[src/design/csr_pkg.sv]
package csr_pkg;

    // Machine-level CSR addresses
    localparam logic [11:0] csr_mstatus  = 12'h300;
    localparam logic [11:0] csr_misa     = 12'h301;
    localparam logic [11:0] csr_mie      = 12'h304;
    localparam logic [11:0] csr_mtvec    = 12'h305;
    localparam logic [11:0] csr_mscratch = 12'h340;
    localparam logic [11:0] csr_mepc     = 12'h341;
    localparam logic [11:0] csr_mcause   = 12'h342;
    localparam logic [11:0] csr_mtval    = 12'h343;
    localparam logic [11:0] csr_mip      = 12'h344;
    localparam logic [11:0] csr_mhartid  = 12'hF14;

    // Privilege mode encodings as they appear in MPP
    localparam logic [1:0] mode_machine    = 2'b11;
    localparam logic [1:0] mode_supervisor = 2'b01;
    localparam logic [1:0] mode_user       = 2'b00;

    // Bit positions of the mstatus fields that this hart keeps
    localparam int mstatus_uie_pos    = 0;
    localparam int mstatus_sie_pos    = 1;
    localparam int mstatus_mie_pos    = 3;
    localparam int mstatus_upie_pos   = 4;
    localparam int mstatus_spie_pos   = 5;
    localparam int mstatus_mpie_pos   = 7;
    localparam int mstatus_spp_pos    = 8;
    localparam int mstatus_mpp_lo_pos = 11;

    // Interrupt bit positions shared by mie and mip
    localparam int irq_msi_pos = 3;
    localparam int irq_mti_pos = 7;
    localparam int irq_mei_pos = 11;

    // Write masks and constant CSR values
    localparam logic [31:0] mstatus_wmask     = 32'h0000_19BB;
    localparam logic [31:0] mstatus_reset_val = 32'h0000_1808;
    localparam logic [31:0] mtvec_wmask       = 32'hFFFF_FFFD;
    localparam logic [31:0] mepc_wmask        = 32'hFFFF_FFFC;
    localparam logic [31:0] mie_wmask         = 32'h0000_0888;
    localparam logic [31:0] mip_wmask         = 32'h0000_0000;
    // MXL of 1 selects a 32-bit hart and bit 8 is the base integer ISA
    localparam logic [31:0] misa_val          = 32'h4000_0100;
    localparam logic [31:0] mhartid_val       = 32'h0000_0000;

    // Interrupt cause codes without the interrupt flag
    localparam logic [30:0] cause_msi = 31'd3;
    localparam logic [30:0] cause_mti = 31'd7;
    localparam logic [30:0] cause_mei = 31'd11;

    // Select codes for the trap register group
    localparam logic [2:0] trap_sel_mtvec    = 3'd0;
    localparam logic [2:0] trap_sel_mepc     = 3'd1;
    localparam logic [2:0] trap_sel_mcause   = 3'd2;
    localparam logic [2:0] trap_sel_mtval    = 3'd3;
    localparam logic [2:0] trap_sel_mscratch = 3'd4;

    typedef enum logic [1:0] {
        op_rw,
        op_rs,
        op_rc
    } csr_op_t;

    typedef struct packed {
        logic        valid;
        csr_op_t     op;
        logic [11:0] addr;
        logic [31:0] wdata;
    } csr_req_t;

    typedef struct packed {
        logic        raise;
        logic [30:0] cause;
        logic [31:0] epc;
        logic [31:0] tval;
    } exc_t;

    typedef struct packed {
        logic meip;
        logic mtip;
        logic msip;
    } irq_lines_t;

endpackage

[src/design/csr_access.sv]
`timescale 1ns/10ps

module csr_access (
    input  csr_pkg::csr_req_t req,
    input  logic [31:0]       mstatus,
    input  logic [31:0]       mtvec,
    input  logic [31:0]       mepc,
    input  logic [31:0]       mcause,
    input  logic [31:0]       mtval,
    input  logic [31:0]       mscratch,
    input  logic [31:0]       mie_csr,
    input  logic [31:0]       mip_csr,
    output logic [31:0]       rdata,
    output logic              illegal,
    output logic              wr_mstatus,
    output logic              wr_trap,
    output logic              wr_irq,
    output logic [2:0]        trap_sel,
    output logic [31:0]       wr_value
);

    logic known;
    logic read_only;
    logic is_trap;
    logic write_req;
    logic wr_en;

    // One decode gives the read value, the group and the access rights
    always_comb begin
        rdata     = 32'h0;
        known     = 1'b1;
        read_only = 1'b0;
        is_trap   = 1'b0;
        trap_sel  = csr_pkg::trap_sel_mtvec;
        case (req.addr)
            csr_pkg::csr_mstatus: rdata = mstatus;
            csr_pkg::csr_misa: begin
                rdata     = csr_pkg::misa_val;
                read_only = 1'b1;
            end
            csr_pkg::csr_mie: rdata = mie_csr;
            csr_pkg::csr_mtvec: begin
                rdata   = mtvec;
                is_trap = 1'b1;
            end
            csr_pkg::csr_mscratch: begin
                rdata    = mscratch;
                is_trap  = 1'b1;
                trap_sel = csr_pkg::trap_sel_mscratch;
            end
            csr_pkg::csr_mepc: begin
                rdata    = mepc;
                is_trap  = 1'b1;
                trap_sel = csr_pkg::trap_sel_mepc;
            end
            csr_pkg::csr_mcause: begin
                rdata    = mcause;
                is_trap  = 1'b1;
                trap_sel = csr_pkg::trap_sel_mcause;
            end
            csr_pkg::csr_mtval: begin
                rdata    = mtval;
                is_trap  = 1'b1;
                trap_sel = csr_pkg::trap_sel_mtval;
            end
            // Pending bits come from the platform lines only
            csr_pkg::csr_mip: begin
                rdata     = mip_csr;
                read_only = 1'b1;
            end
            csr_pkg::csr_mhartid: begin
                rdata     = csr_pkg::mhartid_val;
                read_only = 1'b1;
            end
            default: known = 1'b0;
        endcase
    end

    // CSRRS and CSRRC with a zero operand are pure reads
    assign write_req = req.valid &&
                       ((req.op == csr_pkg::op_rw) || (req.wdata != 32'h0));

    assign illegal = req.valid && (!known || (read_only && write_req));
    assign wr_en   = write_req && !illegal;

    // Read-modify-write on the old value, masking is left to each register block
    always_comb begin
        case (req.op)
            csr_pkg::op_rw: wr_value = req.wdata;
            csr_pkg::op_rs: wr_value = rdata | req.wdata;
            csr_pkg::op_rc: wr_value = rdata & ~req.wdata;
            default:        wr_value = rdata;
        endcase
    end

    assign wr_mstatus = wr_en && (req.addr == csr_pkg::csr_mstatus);
    assign wr_trap    = wr_en && is_trap;
    assign wr_irq     = wr_en && (req.addr == csr_pkg::csr_mie);

endmodule

[src/design/csr_file.sv]
`timescale 1ns/10ps

module csr_file (
    input  logic                clk,
    input  logic                rst_n,
    input  csr_pkg::csr_req_t   req,
    input  csr_pkg::exc_t       exc,
    input  logic                irq_ack,
    input  logic                mret,
    input  logic [31:0]         irq_epc,
    input  csr_pkg::irq_lines_t irq,
    output logic [31:0]         rdata,
    output logic [31:0]         trap_target,
    output logic [31:0]         mret_target,
    output logic                illegal,
    output logic                irq_pending,
    output logic [1:0]          priv_mode
);

    // Architectural CSR values fed back into the read multiplexer
    logic [31:0] mstatus;
    logic [31:0] mtvec;
    logic [31:0] mcause;
    logic [31:0] mtval;
    logic [31:0] mscratch;
    logic [31:0] mie_csr;
    logic [31:0] mip_csr;
    // Write strobes and data from the access decoder
    logic        wr_mstatus;
    logic        wr_trap;
    logic        wr_irq;
    logic [2:0]  trap_sel;
    logic [31:0] wr_value;
    // Cross-block trap and interrupt signals
    logic        trap_taken;
    logic        mie_bit;
    logic [30:0] irq_cause;

    csr_access u_access (
        .req        (req),
        .mstatus    (mstatus),
        .mtvec      (mtvec),
        .mepc       (mret_target),
        .mcause     (mcause),
        .mtval      (mtval),
        .mscratch   (mscratch),
        .mie_csr    (mie_csr),
        .mip_csr    (mip_csr),
        .rdata      (rdata),
        .illegal    (illegal),
        .wr_mstatus (wr_mstatus),
        .wr_trap    (wr_trap),
        .wr_irq     (wr_irq),
        .trap_sel   (trap_sel),
        .wr_value   (wr_value)
    );

    mstatus_reg u_mstatus (
        .clk        (clk),
        .rst_n      (rst_n),
        .trap_taken (trap_taken),
        .mret       (mret),
        .wr_mstatus (wr_mstatus),
        .wr_value   (wr_value),
        .mstatus    (mstatus),
        .mie_bit    (mie_bit),
        .priv_mode  (priv_mode)
    );

    // MRET returns to mepc, so the register drives the return target directly
    trap_regs u_trap (
        .clk         (clk),
        .rst_n       (rst_n),
        .exc         (exc),
        .irq_ack     (irq_ack),
        .irq_epc     (irq_epc),
        .irq_cause   (irq_cause),
        .wr_trap     (wr_trap),
        .trap_sel    (trap_sel),
        .wr_value    (wr_value),
        .trap_taken  (trap_taken),
        .mtvec       (mtvec),
        .mepc        (mret_target),
        .mcause      (mcause),
        .mtval       (mtval),
        .mscratch    (mscratch),
        .trap_target (trap_target)
    );

    interrupt_ctrl u_irq (
        .clk         (clk),
        .rst_n       (rst_n),
        .irq         (irq),
        .wr_irq      (wr_irq),
        .wr_value    (wr_value),
        .mie_bit     (mie_bit),
        .mie_csr     (mie_csr),
        .mip_csr     (mip_csr),
        .irq_pending (irq_pending),
        .irq_cause   (irq_cause)
    );

endmodule

[src/design/interrupt_ctrl.sv]
`timescale 1ns/10ps

module interrupt_ctrl (
    input  logic                clk,
    input  logic                rst_n,
    input  csr_pkg::irq_lines_t irq,
    input  logic                wr_irq,
    input  logic [31:0]         wr_value,
    input  logic                mie_bit,
    output logic [31:0]         mie_csr,
    output logic [31:0]         mip_csr,
    output logic                irq_pending,
    output logic [30:0]         irq_cause
);

    logic [31:0] hit;

    // Enables are written by software, pending bits follow the platform lines
    always_ff @(posedge clk) begin
        if (!rst_n) begin
            mie_csr <= 32'h0;
            mip_csr <= 32'h0;
        end else begin
            if (wr_irq) begin
                mie_csr <= wr_value & csr_pkg::mie_wmask;
            end
            mip_csr <= 32'h0;
            mip_csr[csr_pkg::irq_mei_pos] <= irq.meip;
            mip_csr[csr_pkg::irq_mti_pos] <= irq.mtip;
            mip_csr[csr_pkg::irq_msi_pos] <= irq.msip;
        end
    end

    assign hit         = mip_csr & mie_csr;
    assign irq_pending = mie_bit && (hit != 32'h0);

    // External first, then software, then timer
    always_comb begin
        if (hit[csr_pkg::irq_mei_pos]) begin
            irq_cause = csr_pkg::cause_mei;
        end else if (hit[csr_pkg::irq_msi_pos]) begin
            irq_cause = csr_pkg::cause_msi;
        end else begin
            irq_cause = csr_pkg::cause_mti;
        end
    end

endmodule

[src/design/mstatus_reg.sv]
`timescale 1ns/10ps

module mstatus_reg (
    input  logic        clk,
    input  logic        rst_n,
    input  logic        trap_taken,
    input  logic        mret,
    input  logic        wr_mstatus,
    input  logic [31:0] wr_value,
    output logic [31:0] mstatus,
    output logic        mie_bit,
    output logic [1:0]  priv_mode
);

    // Global interrupt enables for each privilege level
    logic       uie;
    logic       sie;
    logic       mie;
    // Interrupt enables saved on trap entry
    logic       upie;
    logic       spie;
    logic       mpie;
    // Previous privilege modes saved on trap entry
    logic       spp;
    logic [1:0] mpp;
    logic [31:0] wr_masked;

    // Only the architecturally writable bits reach the fields
    assign wr_masked = wr_value & csr_pkg::mstatus_wmask;

    // A trap wins over MRET, and both win over a CSR write in the same cycle
    always_ff @(posedge clk) begin
        if (!rst_n) begin
            uie      <= csr_pkg::mstatus_reset_val[csr_pkg::mstatus_uie_pos];
            sie      <= csr_pkg::mstatus_reset_val[csr_pkg::mstatus_sie_pos];
            mie      <= csr_pkg::mstatus_reset_val[csr_pkg::mstatus_mie_pos];
            upie     <= csr_pkg::mstatus_reset_val[csr_pkg::mstatus_upie_pos];
            spie     <= csr_pkg::mstatus_reset_val[csr_pkg::mstatus_spie_pos];
            mpie     <= csr_pkg::mstatus_reset_val[csr_pkg::mstatus_mpie_pos];
            spp      <= csr_pkg::mstatus_reset_val[csr_pkg::mstatus_spp_pos];
            mpp      <= csr_pkg::mstatus_reset_val[csr_pkg::mstatus_mpp_lo_pos +: 2];
        end else if (trap_taken) begin
            // Trap entry saves MIE and the current mode, which is always machine,
            // then masks interrupts
            mpp      <= csr_pkg::mode_machine;
            mpie     <= mie;
            mie      <= 1'b0;
        end else if (mret) begin
            // User and supervisor are not built, so MRET stays in machine mode
            mie      <= mpie;
            mpie     <= 1'b1;
        end else if (wr_mstatus) begin
            uie  <= wr_masked[csr_pkg::mstatus_uie_pos];
            sie  <= wr_masked[csr_pkg::mstatus_sie_pos];
            mie  <= wr_masked[csr_pkg::mstatus_mie_pos];
            upie <= wr_masked[csr_pkg::mstatus_upie_pos];
            spie <= wr_masked[csr_pkg::mstatus_spie_pos];
            mpie <= wr_masked[csr_pkg::mstatus_mpie_pos];
            spp  <= wr_masked[csr_pkg::mstatus_spp_pos];
            mpp  <= wr_masked[csr_pkg::mstatus_mpp_lo_pos +: 2];
        end
    end

    // SD, TSR, TW, TVM, MXR, SUM, MPRV, XS and FS are hardwired to zero on this hart
    always_comb begin
        mstatus = 32'h0;
        mstatus[csr_pkg::mstatus_uie_pos]       = uie;
        mstatus[csr_pkg::mstatus_sie_pos]       = sie;
        mstatus[csr_pkg::mstatus_mie_pos]       = mie;
        mstatus[csr_pkg::mstatus_upie_pos]      = upie;
        mstatus[csr_pkg::mstatus_spie_pos]      = spie;
        mstatus[csr_pkg::mstatus_mpie_pos]      = mpie;
        mstatus[csr_pkg::mstatus_spp_pos]       = spp;
        mstatus[csr_pkg::mstatus_mpp_lo_pos +: 2] = mpp;
    end

    assign mie_bit   = mie;
    // The hart never runs below machine mode, through traps and returns alike
    assign priv_mode = csr_pkg::mode_machine;

endmodule

[src/design/trap_regs.sv]
`timescale 1ns/10ps

module trap_regs (
    input  logic               clk,
    input  logic               rst_n,
    input  csr_pkg::exc_t      exc,
    input  logic               irq_ack,
    input  logic [31:0]        irq_epc,
    input  logic [30:0]        irq_cause,
    input  logic               wr_trap,
    input  logic [2:0]         trap_sel,
    input  logic [31:0]        wr_value,
    output logic               trap_taken,
    output logic [31:0]        mtvec,
    output logic [31:0]        mepc,
    output logic [31:0]        mcause,
    output logic [31:0]        mtval,
    output logic [31:0]        mscratch,
    output logic [31:0]        trap_target
);

    logic [31:0] trap_epc;
    logic [31:0] trap_cause;
    logic [31:0] trap_tval;
    logic [31:0] tvec_base;
    logic [31:0] vec_offset;

    // Exceptions and accepted interrupts share one trap entry path
    assign trap_taken = exc.raise | irq_ack;

    // Values captured on trap entry, with the exception taking the lead
    always_comb begin
        if (exc.raise) begin
            trap_epc   = exc.epc;
            trap_cause = {1'b0, exc.cause};
            trap_tval  = exc.tval;
        end else begin
            trap_epc   = irq_epc;
            trap_cause = {1'b1, irq_cause};
            // Interrupts carry no faulting address or instruction
            trap_tval  = 32'h0;
        end
    end

    always_ff @(posedge clk) begin
        if (!rst_n) begin
            mtvec    <= 32'h0;
            mepc     <= 32'h0;
            mcause   <= 32'h0;
            mtval    <= 32'h0;
            mscratch <= 32'h0;
        end else if (trap_taken) begin
            // The trapping instruction is dropped, so its CSR write goes too
            mepc   <= trap_epc & csr_pkg::mepc_wmask;
            mcause <= trap_cause;
            mtval  <= trap_tval;
        end else if (wr_trap) begin
            case (trap_sel)
                csr_pkg::trap_sel_mtvec:    mtvec    <= wr_value & csr_pkg::mtvec_wmask;
                csr_pkg::trap_sel_mepc:     mepc     <= wr_value & csr_pkg::mepc_wmask;
                csr_pkg::trap_sel_mcause:   mcause   <= wr_value;
                csr_pkg::trap_sel_mtval:    mtval    <= wr_value;
                csr_pkg::trap_sel_mscratch: mscratch <= wr_value;
                default: ;
            endcase
        end
    end

    // The mode field lives in the low two bits of mtvec and is not part of the base
    assign tvec_base  = {mtvec[31:2], 2'b00};
    assign vec_offset = {irq_cause[29:0], 2'b00};

    // Vectored mode only moves interrupts, exceptions always go to the base
    always_comb begin
        if (mtvec[0] && irq_ack) begin
            trap_target = tvec_base + vec_offset;
        end else begin
            trap_target = tvec_base;
        end
    end

    // The core takes an interrupt only when no exception is raised in that cycle
    assert property (@(posedge clk) disable iff (!rst_n)
        !(exc.raise && irq_ack));

endmodule

[config.mk]
export PLATFORM = sky130hd
export DESIGN_NAME = csr_file
export DESIGN_NICKNAME = d
export VERILOG_FILES = /design/src/design/csr_pkg.sv /design/src/design/csr_access.sv /design/src/design/csr_file.sv /design/src/design/interrupt_ctrl.sv /design/src/design/mstatus_reg.sv /design/src/design/trap_regs.sv
export SDC_FILE = /design/constraint.sdc
export NUM_CORES = 1
export LEC_CHECK = 0
export BUFFER_PORTS_ARGS = -buffer_cell sky130_fd_sc_hd__buf_2
export CAP_MARGIN = 20
export CORE_UTILIZATION = 50
export CTS_BUF_LIST = sky130_fd_sc_hd__clkbuf_2 sky130_fd_sc_hd__clkbuf_4 sky130_fd_sc_hd__clkbuf_8
export DETAILED_ROUTE_END_ITERATION = 8
export GPL_TIMING_DRIVEN = 0
export PLACE_DENSITY_LB_ADDON = 0.12
export SLEW_MARGIN = 20
export SYNTH_ARGS = -nofsm -noshare
export SYNTH_HDL_FRONTEND = slang
export SYNTH_HIERARCHICAL = 1
export SYNTH_SLANG_ARGS = --single-unit
[constraint.sdc]
create_clock -name clk -period 3.75 [get_ports clk]
set_input_delay 0.75 -clock clk [delete_from_list [all_inputs] [get_ports clk]]
set_output_delay 0.75 -clock clk [all_outputs]
set_load 0.005 [all_outputs]
* Word level (Yosys, flattened, before mapping)
Index checks and enable logic that the tools add are counted.
** Cells by class
- Bitwise operators :: 8
- Muxes and demuxes :: 27
- $add $sub $neg :: 1
- Reductions and logical operators :: 33
- Equal/unequal tests :: 16
** Operators by type and width (number)
- $mux 32 :: 13
- $pmux 32 s9 :: 1
- $eq 12x10->1 const B :: 9
- $pmux 32 s3 :: 1
- $reduce_bool 32->1 :: 2
- $add 32x32->32 :: 1
- $and 32x12->32 :: 1
- $and 32x32->32 :: 1
- $not 32->32 :: 1
- $or 32x32->32 :: 1
- $mux 31 :: 1
- $eq 12x12->1 const B :: 1
- $pmux 3 s4 :: 1
- $reduce_or 10->1 :: 1
- $logic_and 1x1->1 :: 9
- $mux 1 :: 9
- $reduce_and 3->1 :: 3
- $reduce_and 2->1 :: 4
- $reduce_bool 2->1 :: 4
- $eq 3x2->1 const B :: 2
- $reduce_or 5->1 :: 1
- $eq 3x1->1 const B :: 1
- $eq 3x3->1 const B :: 1
- $logic_not 3->1 :: 1
- 11 further kinds :: 15
** Word-level totals
- Bits in registers :: 201
- Output and inout bits :: 100
- Word-level logic and storage cells :: 101
- Input port bits :: 182

* Longest topological paths before layout
- Depth after elaboration :: 12
- Depth in mapped cells :: 15
- Depth with buffers taken out :: 11

* Cells and area by module
The synthesis kept the hierarchy.
** Modules (own cells, without submodules)
- trap_regs :: times used 1, sequential area each 3143.0 um^2, area an instance 9200.1 um^2, cells an instance 1237
- csr_access :: times used 1, sequential area each 0.0 um^2, area an instance 3385.7 um^2, cells an instance 496
- interrupt_ctrl :: times used 1, sequential area each 120.1 um^2, area an instance 873.3 um^2, cells an instance 108
- mstatus_reg :: times used 1, sequential area each 180.2 um^2, area an instance 641.9 um^2, cells an instance 74

* Worst setup path after synthesis
No wires, ideal clock.
- Kind :: input to register
- Start :: input req[34] (netlist name)
- End :: register u_trap.mtval[23]
- Stages :: 13
- Data required time :: 3634 ps
- Library setup time :: 116 ps
- Setup slack :: 197 ps
- Arrival :: 3437 ps
- Buffers on the path :: 4
- Path through :: buf_2 -> buf_6 -> nor3b_4 -> nand2_4 -> a21o_1 -> or3b_4 -> a211oi_2 -> nor2b_1 -> a31o_2 -> clkbuf_1 -> clkbuf_1 -> nand2_1 -> o211a_1
** Between the ends
- Cells in the longest elaborated chain, start to end :: 11
- Elaborated cells between the ends (all ways) :: 35
- Those cells by class :: eq/ne (11); mux (9); bitwise (2); reduce/logical (13)
** RTL lines
- start: declaration :: RTL line csr_file.sv:6 : input csr_pkg::csr_req_t req,
- $eq 12x10->1 / $eq 12x12->1 (equally long branches) :: RTL line csr_access.sv:35 : case (req.addr)
- $reduce_or 10->1 (no line) / $reduce_or 3->1 (equally long branches)
- $mux 1 :: RTL line csr_access.sv:35
- $logic_not 1->1 / $logic_and 1x1->1 (equally long branches) :: RTL line csr_access.sv:83 : assign illegal = req.valid && (!known || (read_only && write_req));
- $logic_or 1x1->1 :: RTL line csr_access.sv:83
- $logic_and 1x1->1 :: RTL line csr_access.sv:83
- $logic_not 1->1 :: RTL line csr_access.sv:84 : assign wr_en = write_req && !illegal;
- $logic_and 1x1->1 :: RTL line csr_access.sv:84
- $logic_and 1x1->1 * :: RTL line csr_access.sv:97 : assign wr_trap = wr_en && is_trap;
- named net wr_trap :: RTL line csr_file.sv:30 : logic wr_trap;
- $reduce_bool 2->1 (no line) *
- $reduce_and 2->1 (no line) *
- end signal: assignment :: RTL line trap_regs.sv:56 : mtval <= trap_tval;
- end signal: assignment :: RTL line trap_regs.sv:62 : csr_pkg::trap_sel_mtval: mtval <= wr_value;
- end: declaration :: RTL line trap_regs.sv:17 : output logic [31:0] mtval,
The timed path passes the listed nets; every way through them passes the cells marked *. The select of a mux whose other input is x is not followed.
A chain may end at the register's enable or synchronous reset.

* Worst setup path after layout
- Start :: input req[34] (netlist name)
- End :: register u_trap.mcause[15]
** Between the ends
- Elaborated cells between the ends (all ways) :: 35
- Those cells by class :: eq/ne (11); mux (9); bitwise (2); reduce/logical (13)
** RTL lines
- $eq 12x10->1 :: RTL line csr_access.sv:35
- $pmux 32 s9 * :: RTL line csr_access.sv:35
- $and 32x32->32 / $or 32x32->32 (equally long branches) :: RTL line csr_access.sv:91, csr_access.sv:90
- $pmux 32 s3 * :: RTL line csr_access.sv:88 : case (req.op)
- named net wr_value[15] :: RTL line csr_file.sv:33 : logic [31:0] wr_value;
- $mux 32 * :: RTL line trap_regs.sv:58 : case (trap_sel)
- $mux 32 * :: RTL line trap_regs.sv:57 : end else if (wr_trap) begin
- $mux 32 * :: RTL line trap_regs.sv:52 : end else if (trap_taken) begin
- end signal: assignment :: RTL line trap_regs.sv:55 : mcause <= trap_cause;
- end signal: assignment :: RTL line trap_regs.sv:61 : csr_pkg::trap_sel_mcause: mcause <= wr_value;
- end: declaration :: RTL line trap_regs.sv:16 : output logic [31:0] mcause,
Marked as above.

==> impl_metrics.prom <==
# TYPE chip_impl_metric gauge
chip_impl_info{name="status",value="finished with violations"} 1
chip_impl_info{name="failed_checks",value="setup timing"} 1
chip_impl_metric{name="critical_path_peak_fanout",unit=""} 10
chip_impl_metric{name="timing.reg2reg.setup_slack",unit="ps"} 740
chip_impl_metric{name="chipWidth",unit="µm"} 170
chip_impl_metric{name="dp_hpwl",unit="µm"} 56300
chip_impl_metric{name="drt_initial_violations",unit=""} 2135
chip_impl_metric{name="floorplan_row_count",unit=""} 61
chip_impl_info{name="holdPathEnd",value="u_irq/mip_csr[3]$_SDFF_PN0_"} 1
chip_impl_metric{name="comb_power_share",unit="%"} 25.2
chip_impl_metric{name="vias",unit=""} 16700
chip_impl_metric{name="worst_ep_required_time",unit="ps"} 4200
chip_impl_metric{name="max_cap_viol",unit=""} 0
chip_impl_metric{name="switchingPower",unit="mW"} 1.60
chip_impl_metric{name="worst_slew_margin_rel",unit="%"} 26.8
chip_impl_info{name="slowest_stage",value="sky130_fd_sc_hd__nor2_1"} 1
chip_impl_metric{name="setup-violations-final",unit=""} 9
chip_impl_metric{name="wire_per_inst",unit="µm"} 26.1
chip_impl_metric{name="synth_edf_count",unit=""} 0
chip_impl_info{name="min-delay-start",value="irq[0]"} 1
chip_impl_metric{name="total_die_area",unit="mm²"} 0.0289
chip_impl_info{name="unrepaired_setup_endpoints_after_global_routing",value="yes"} 1
chip_impl_metric{name="synth.cell_area",unit="mm²"} 0.0141
chip_impl_metric{name="cts.htree.levels",unit=""} 4
chip_impl_metric{name="avgViaCountPerCell",unit=""} 6.16
chip_impl_metric{name="worst_ir_drop_vdd",unit="mV"} 0.209
chip_impl_info{name="synth_ff_type",value="sky130_fd_sc_hd__dfxtp_1"} 1
chip_impl_metric{name="yosysWarnings",unit=""} 6
chip_impl_metric{name="io_pins",unit=""} 282
chip_impl_metric{name="final_min_period_over_clock_period",unit="%"} 101
chip_impl_metric{name="cts_buffers",unit=""} 17
chip_impl_metric{name="timing.clock.skew",unit="ps"} 15.6
chip_impl_metric{name="detailedRoute.firstPassIterationCount",unit=""} 6
chip_impl_metric{name="first_global_vias",unit=""} 15100
chip_impl_info{name="cpLargestDelayFamily",value="simple AND/OR/NAND/NOR gates"} 1
chip_impl_metric{name="num-fill-cells",unit=""} 2725
chip_impl_metric{name="ys_seq_area_share",unit="%"} 24.4
chip_impl_metric{name="synth_async_sr_flop_share",unit="%"} 0
chip_impl_metric{name="grt_max_degree",unit=""} 19
chip_impl_metric{name="drt-total-wl",unit="µm"} 71000
chip_impl_metric{name="synth.distinct_cells",unit=""} 84
chip_impl_metric{name="fmaxAchievable",unit="MHz"} 263
chip_impl_metric{name="drive_above_1_share",unit="%"} 26.2
chip_impl_metric{name="initial_utilization",unit="%"} 50.8
chip_impl_metric{name="syn_avg_cell_area",unit="µm²"} 7.36
chip_impl_info{name="cts_root_buffer",value="sky130_fd_sc_hd__clkbuf_8"} 1
chip_impl_metric{name="postSynthRegisterBits",unit=""} 172
chip_impl_metric{name="share_clk_of_total_power",unit="%"} 30.4
chip_impl_metric{name="timing.critical_path.slowest_cell_delay",unit="ps"} 520
chip_impl_info{name="worst_setup_path_startpoint",value="req[34]"} 1
chip_impl_metric{name="grt_overflow_total",unit=""} 0
chip_impl_metric{name="worst_hold_slack",unit="ps"} 448
chip_impl_metric{name="pwr-share-seq",unit="%"} 44.4
chip_impl_metric{name="grt_util_all_layers",unit="%"} 48.3
chip_impl_metric{name="placeableCoreArea",unit="mm²"} 0.0278
chip_impl_metric{name="syn_to_final_growth",unit="%"} 22.1
chip_impl_info{name="timing.critical_path.mode_cell",value="sky130_fd_sc_hd__nor2_1"} 1
chip_impl_info{name="crit-reg2reg-launch",value="u_trap/mcause[13]$_SDFFE_PN0P_"} 1
chip_impl_info{name="regToRegEndpoint",value="u_trap/mepc[13]$_SDFFE_PN0P_"} 1
chip_impl_metric{name="clock_path_buffers",unit=""} 2
chip_impl_metric{name="power.static_leakage",unit="nW"} 7.82
chip_impl_metric{name="whs_path_depth",unit=""} 2
chip_impl_info{name="tritoncts_clock_tree",value="built"} 1
chip_impl_info{name="crit_type",value="in -> reg"} 1
chip_impl_metric{name="cts_hold_buf",unit=""} 0
chip_impl_metric{name="cp_num_buf_inv",unit=""} 2
chip_impl_metric{name="power_per_cell_area",unit="mW/mm²"} 257
chip_impl_metric{name="worst_ep_arrival_time",unit="ps"} 4250
chip_impl_metric{name="power",unit="mW"} 4.43
chip_impl_metric{name="ant_nets",unit=""} 0
chip_impl_metric{name="multi_input_logic_area",unit="mm²"} 0.00977
chip_impl_metric{name="worst_skew_pair.late_latency",unit="ps"} 500
chip_impl_metric{name="switching_share",unit="%"} 36.2
chip_impl_metric{name="rr_worst_depth",unit=""} 11
chip_impl_metric{name="port-buffer-count",unit=""} 269
chip_impl_info{name="critPathLaunchType",value="input pin"} 1
chip_impl_metric{name="worstMarginPinSlew",unit="ps"} 1100
chip_impl_metric{name="drv_slew",unit=""} 0
chip_impl_metric{name="grt_antenna_before_repair",unit=""} 4
chip_impl_metric{name="gpl.final_weighted_congestion",unit=""} 1.05
chip_impl_metric{name="route.detailed.drc",unit=""} 0
chip_impl_metric{name="post_synthesis_cells",unit=""} 1915
chip_impl_metric{name="die_h",unit="µm"} 170
chip_impl_metric{name="clock_sinks",unit=""} 172
chip_impl_metric{name="grt_first_pass_wirelength",unit="µm"} 99400
chip_impl_metric{name="final_net_count",unit=""} 2535
chip_impl_metric{name="clkTransAtPathRegs",unit="ps"} 100
chip_impl_metric{name="internal_power",unit="mW"} 2.83
chip_impl_info{name="cp_cell_sequence",value="buf_2, clkbuf_2, nor2_1, nand3_1, nor2_1, a211o_1, a22o_1, nor2b_1, a21oi_1, nor2_1, a21oi_1, o21ai_0, and2_1"} 1
chip_impl_info{name="worst_setup_path_end_kind",value="flip-flop"} 1
chip_impl_metric{name="worst_setup_margin",unit="ps"} -46.8
chip_impl_metric{name="min_period",unit="ps"} 3800
chip_impl_info{name="hp-class",value="in -> reg"} 1
chip_impl_metric{name="area.sequential",unit="mm²"} 0.00346
chip_impl_metric{name="finish.utilization",unit="%"} 61.9
chip_impl_metric{name="hold_viol",unit=""} 0
## power groups by stage
stage          logic, mW  clock network, mW  registers [mW]
5_1_grt             1.16               1.41            1.97
4_1_cts             1.03               1.34            1.96
6_report            1.12               1.35            1.97
2_1_floorplan      0.616                  0            1.98
3_3_place_gp        1.00                  0            2.00
3_5_place_dp        1.02                  0            2.00
## what timing repair did
item	CTS	global route
pin swaps	14	10
endpoints found under the setup margin	160	140
buffers inserted	7	6
gates resized for setup	51	41
## flip-flops by register name, summed over array words and instances, names as in the netlist, 2 cells and up
register         cells
u_trap/mtval        32
u_irq/mie_csr        3
u_trap/mtvec        31
u_trap/mepc         30
u_trap/mscratch     32
u_trap/mcause       32
u_irq/mip_csr        3
u_mstatus/mpp        2
## cell type report
| cell class | count | share of cell area, % |
|---|---|---|
| clock buffers | 17 | 1.36 |
| repair buffers | 282 | 8.46 |
| diodes | 3 | 0.0436 |
| clock inverters | 15 | 0.880 |
| multi-input cells | 1559 | 56.8 |
| flip-flops and latches | 172 | 20.1 |
| inverters | 31 | 0.676 |
| well taps | 378 | 2.75 |
| plain buffers | 260 | 8.99 |
## logic make-up (layout without fill, tap and decap cells)
| group | Yosys count | after routing | synth area share (%) |
|---|---|---|---|
| other | 5 | 120 | 0.133 |
| buffers and inverters | 296 | 605 | 11.8 |
| xor gates and xnor gates | 21 | 21 | 1.30 |
| DFF | 172 | 172 | 24.4 |
| and+or+nand+nor | 691 | 691 | 24.0 |
| adders and majority gates | 30 | 30 | 2.72 |
| muxes | 98 | 98 | 7.21 |
| AOI/OAI and AO/OA | 602 | 602 | 28.4 |
## worst reg2reg max path, cell delays in order (launching register included)
cell,delay [ps]
sky130_fd_sc_hd__dfxtp_1,330
sky130_fd_sc_hd__mux2_2,260
sky130_fd_sc_hd__and3_1,180
sky130_fd_sc_hd__a211o_1,290
sky130_fd_sc_hd__a222oi_1,510
sky130_fd_sc_hd__o22ai_1,370
sky130_fd_sc_hd__nor2b_1,310
sky130_fd_sc_hd__a21oi_1,180
sky130_fd_sc_hd__nor2_1,90
sky130_fd_sc_hd__a21oi_1,140
sky130_fd_sc_hd__o21ai_0,80
sky130_fd_sc_hd__and2_1,170
## layer usage
metal	vias to the layer above	routed length, µm	track usage [%]
li1	7412	-	-
met1	7767	26800	60.7
met2	1285	29600	71.4
met3	256	9840	14.5
met4	4	4740	31.3
met5	-	25	0
## cell usage after synthesis (40+ instances only)
cell type                  number  area, µm²
sky130_fd_sc_hd__a21oi_1      186        931
sky130_fd_sc_hd__o21ai_0      103        515
sky130_fd_sc_hd__nand2_1      308       1160
sky130_fd_sc_hd__nand3_1       41        205
sky130_fd_sc_hd__nor2b_1       45        282
sky130_fd_sc_hd__nor2_1       104        390
sky130_fd_sc_hd__a21boi_0      60        450
sky130_fd_sc_hd__buf_2         40        200
sky130_fd_sc_hd__clkbuf_1      89        334
sky130_fd_sc_hd__dfxtp_1      172       3440
sky130_fd_sc_hd__and2_1        71        444
sky130_fd_sc_hd__buf_4        127        953
sky130_fd_sc_hd__mux2i_1       69        691
## placed cells by master (no fill, tap or decap), types with 29 or more instances in the layout
cell type                  netlist  routed
sky130_fd_sc_hd__a21boi_0       60      60
sky130_fd_sc_hd__a21oi_1       186     182
sky130_fd_sc_hd__a22o_1         32      30
sky130_fd_sc_hd__and2_1         71      70
sky130_fd_sc_hd__buf_2          40     308
sky130_fd_sc_hd__buf_4         127     140
sky130_fd_sc_hd__clkbuf_1       89      75
sky130_fd_sc_hd__conb_1          5     117
sky130_fd_sc_hd__dfxtp_1       172     166
sky130_fd_sc_hd__inv_1          30      30
sky130_fd_sc_hd__mux2_2         29      29
sky130_fd_sc_hd__mux2i_1        69      69
sky130_fd_sc_hd__nand2_1       308     307
sky130_fd_sc_hd__nand3_1        41      39
sky130_fd_sc_hd__nor2_1        104      98
sky130_fd_sc_hd__nor2b_1        45      41
sky130_fd_sc_hd__o211a_1        32      32
sky130_fd_sc_hd__o21ai_0       103     102
## how the worst max path moves through the flow
stage,end,cells past startpoint
3_3_place_gp,u_trap/mtval[21]$_SDFFE_PN0P_,12
2_1_floorplan,u_trap/mtval[23]$_SDFFE_PN0P_,13
6_report,u_trap/mcause[15]$_SDFFE_PN0P_,13
3_5_place_dp,u_trap/mtval[21]$_SDFFE_PN0P_,12
4_1_cts,trap_target[29],10
5_1_grt,trap_target[28],11
## through the flow
step,TNS (ps),instance area [µm²],instances,setup slack (ps)
floorplan,0,14500,2027,197
global placement,-111510,16300,2674,-1430
detailed placement,-119670,16400,2674,-1590
CTS,-12.6,17000,2712,-8.54
global route,-62.9,17200,2714,-49.5
finish,-164,17200,2717,-46.8
No activity file was read; power rests on OpenSTA's default activity.
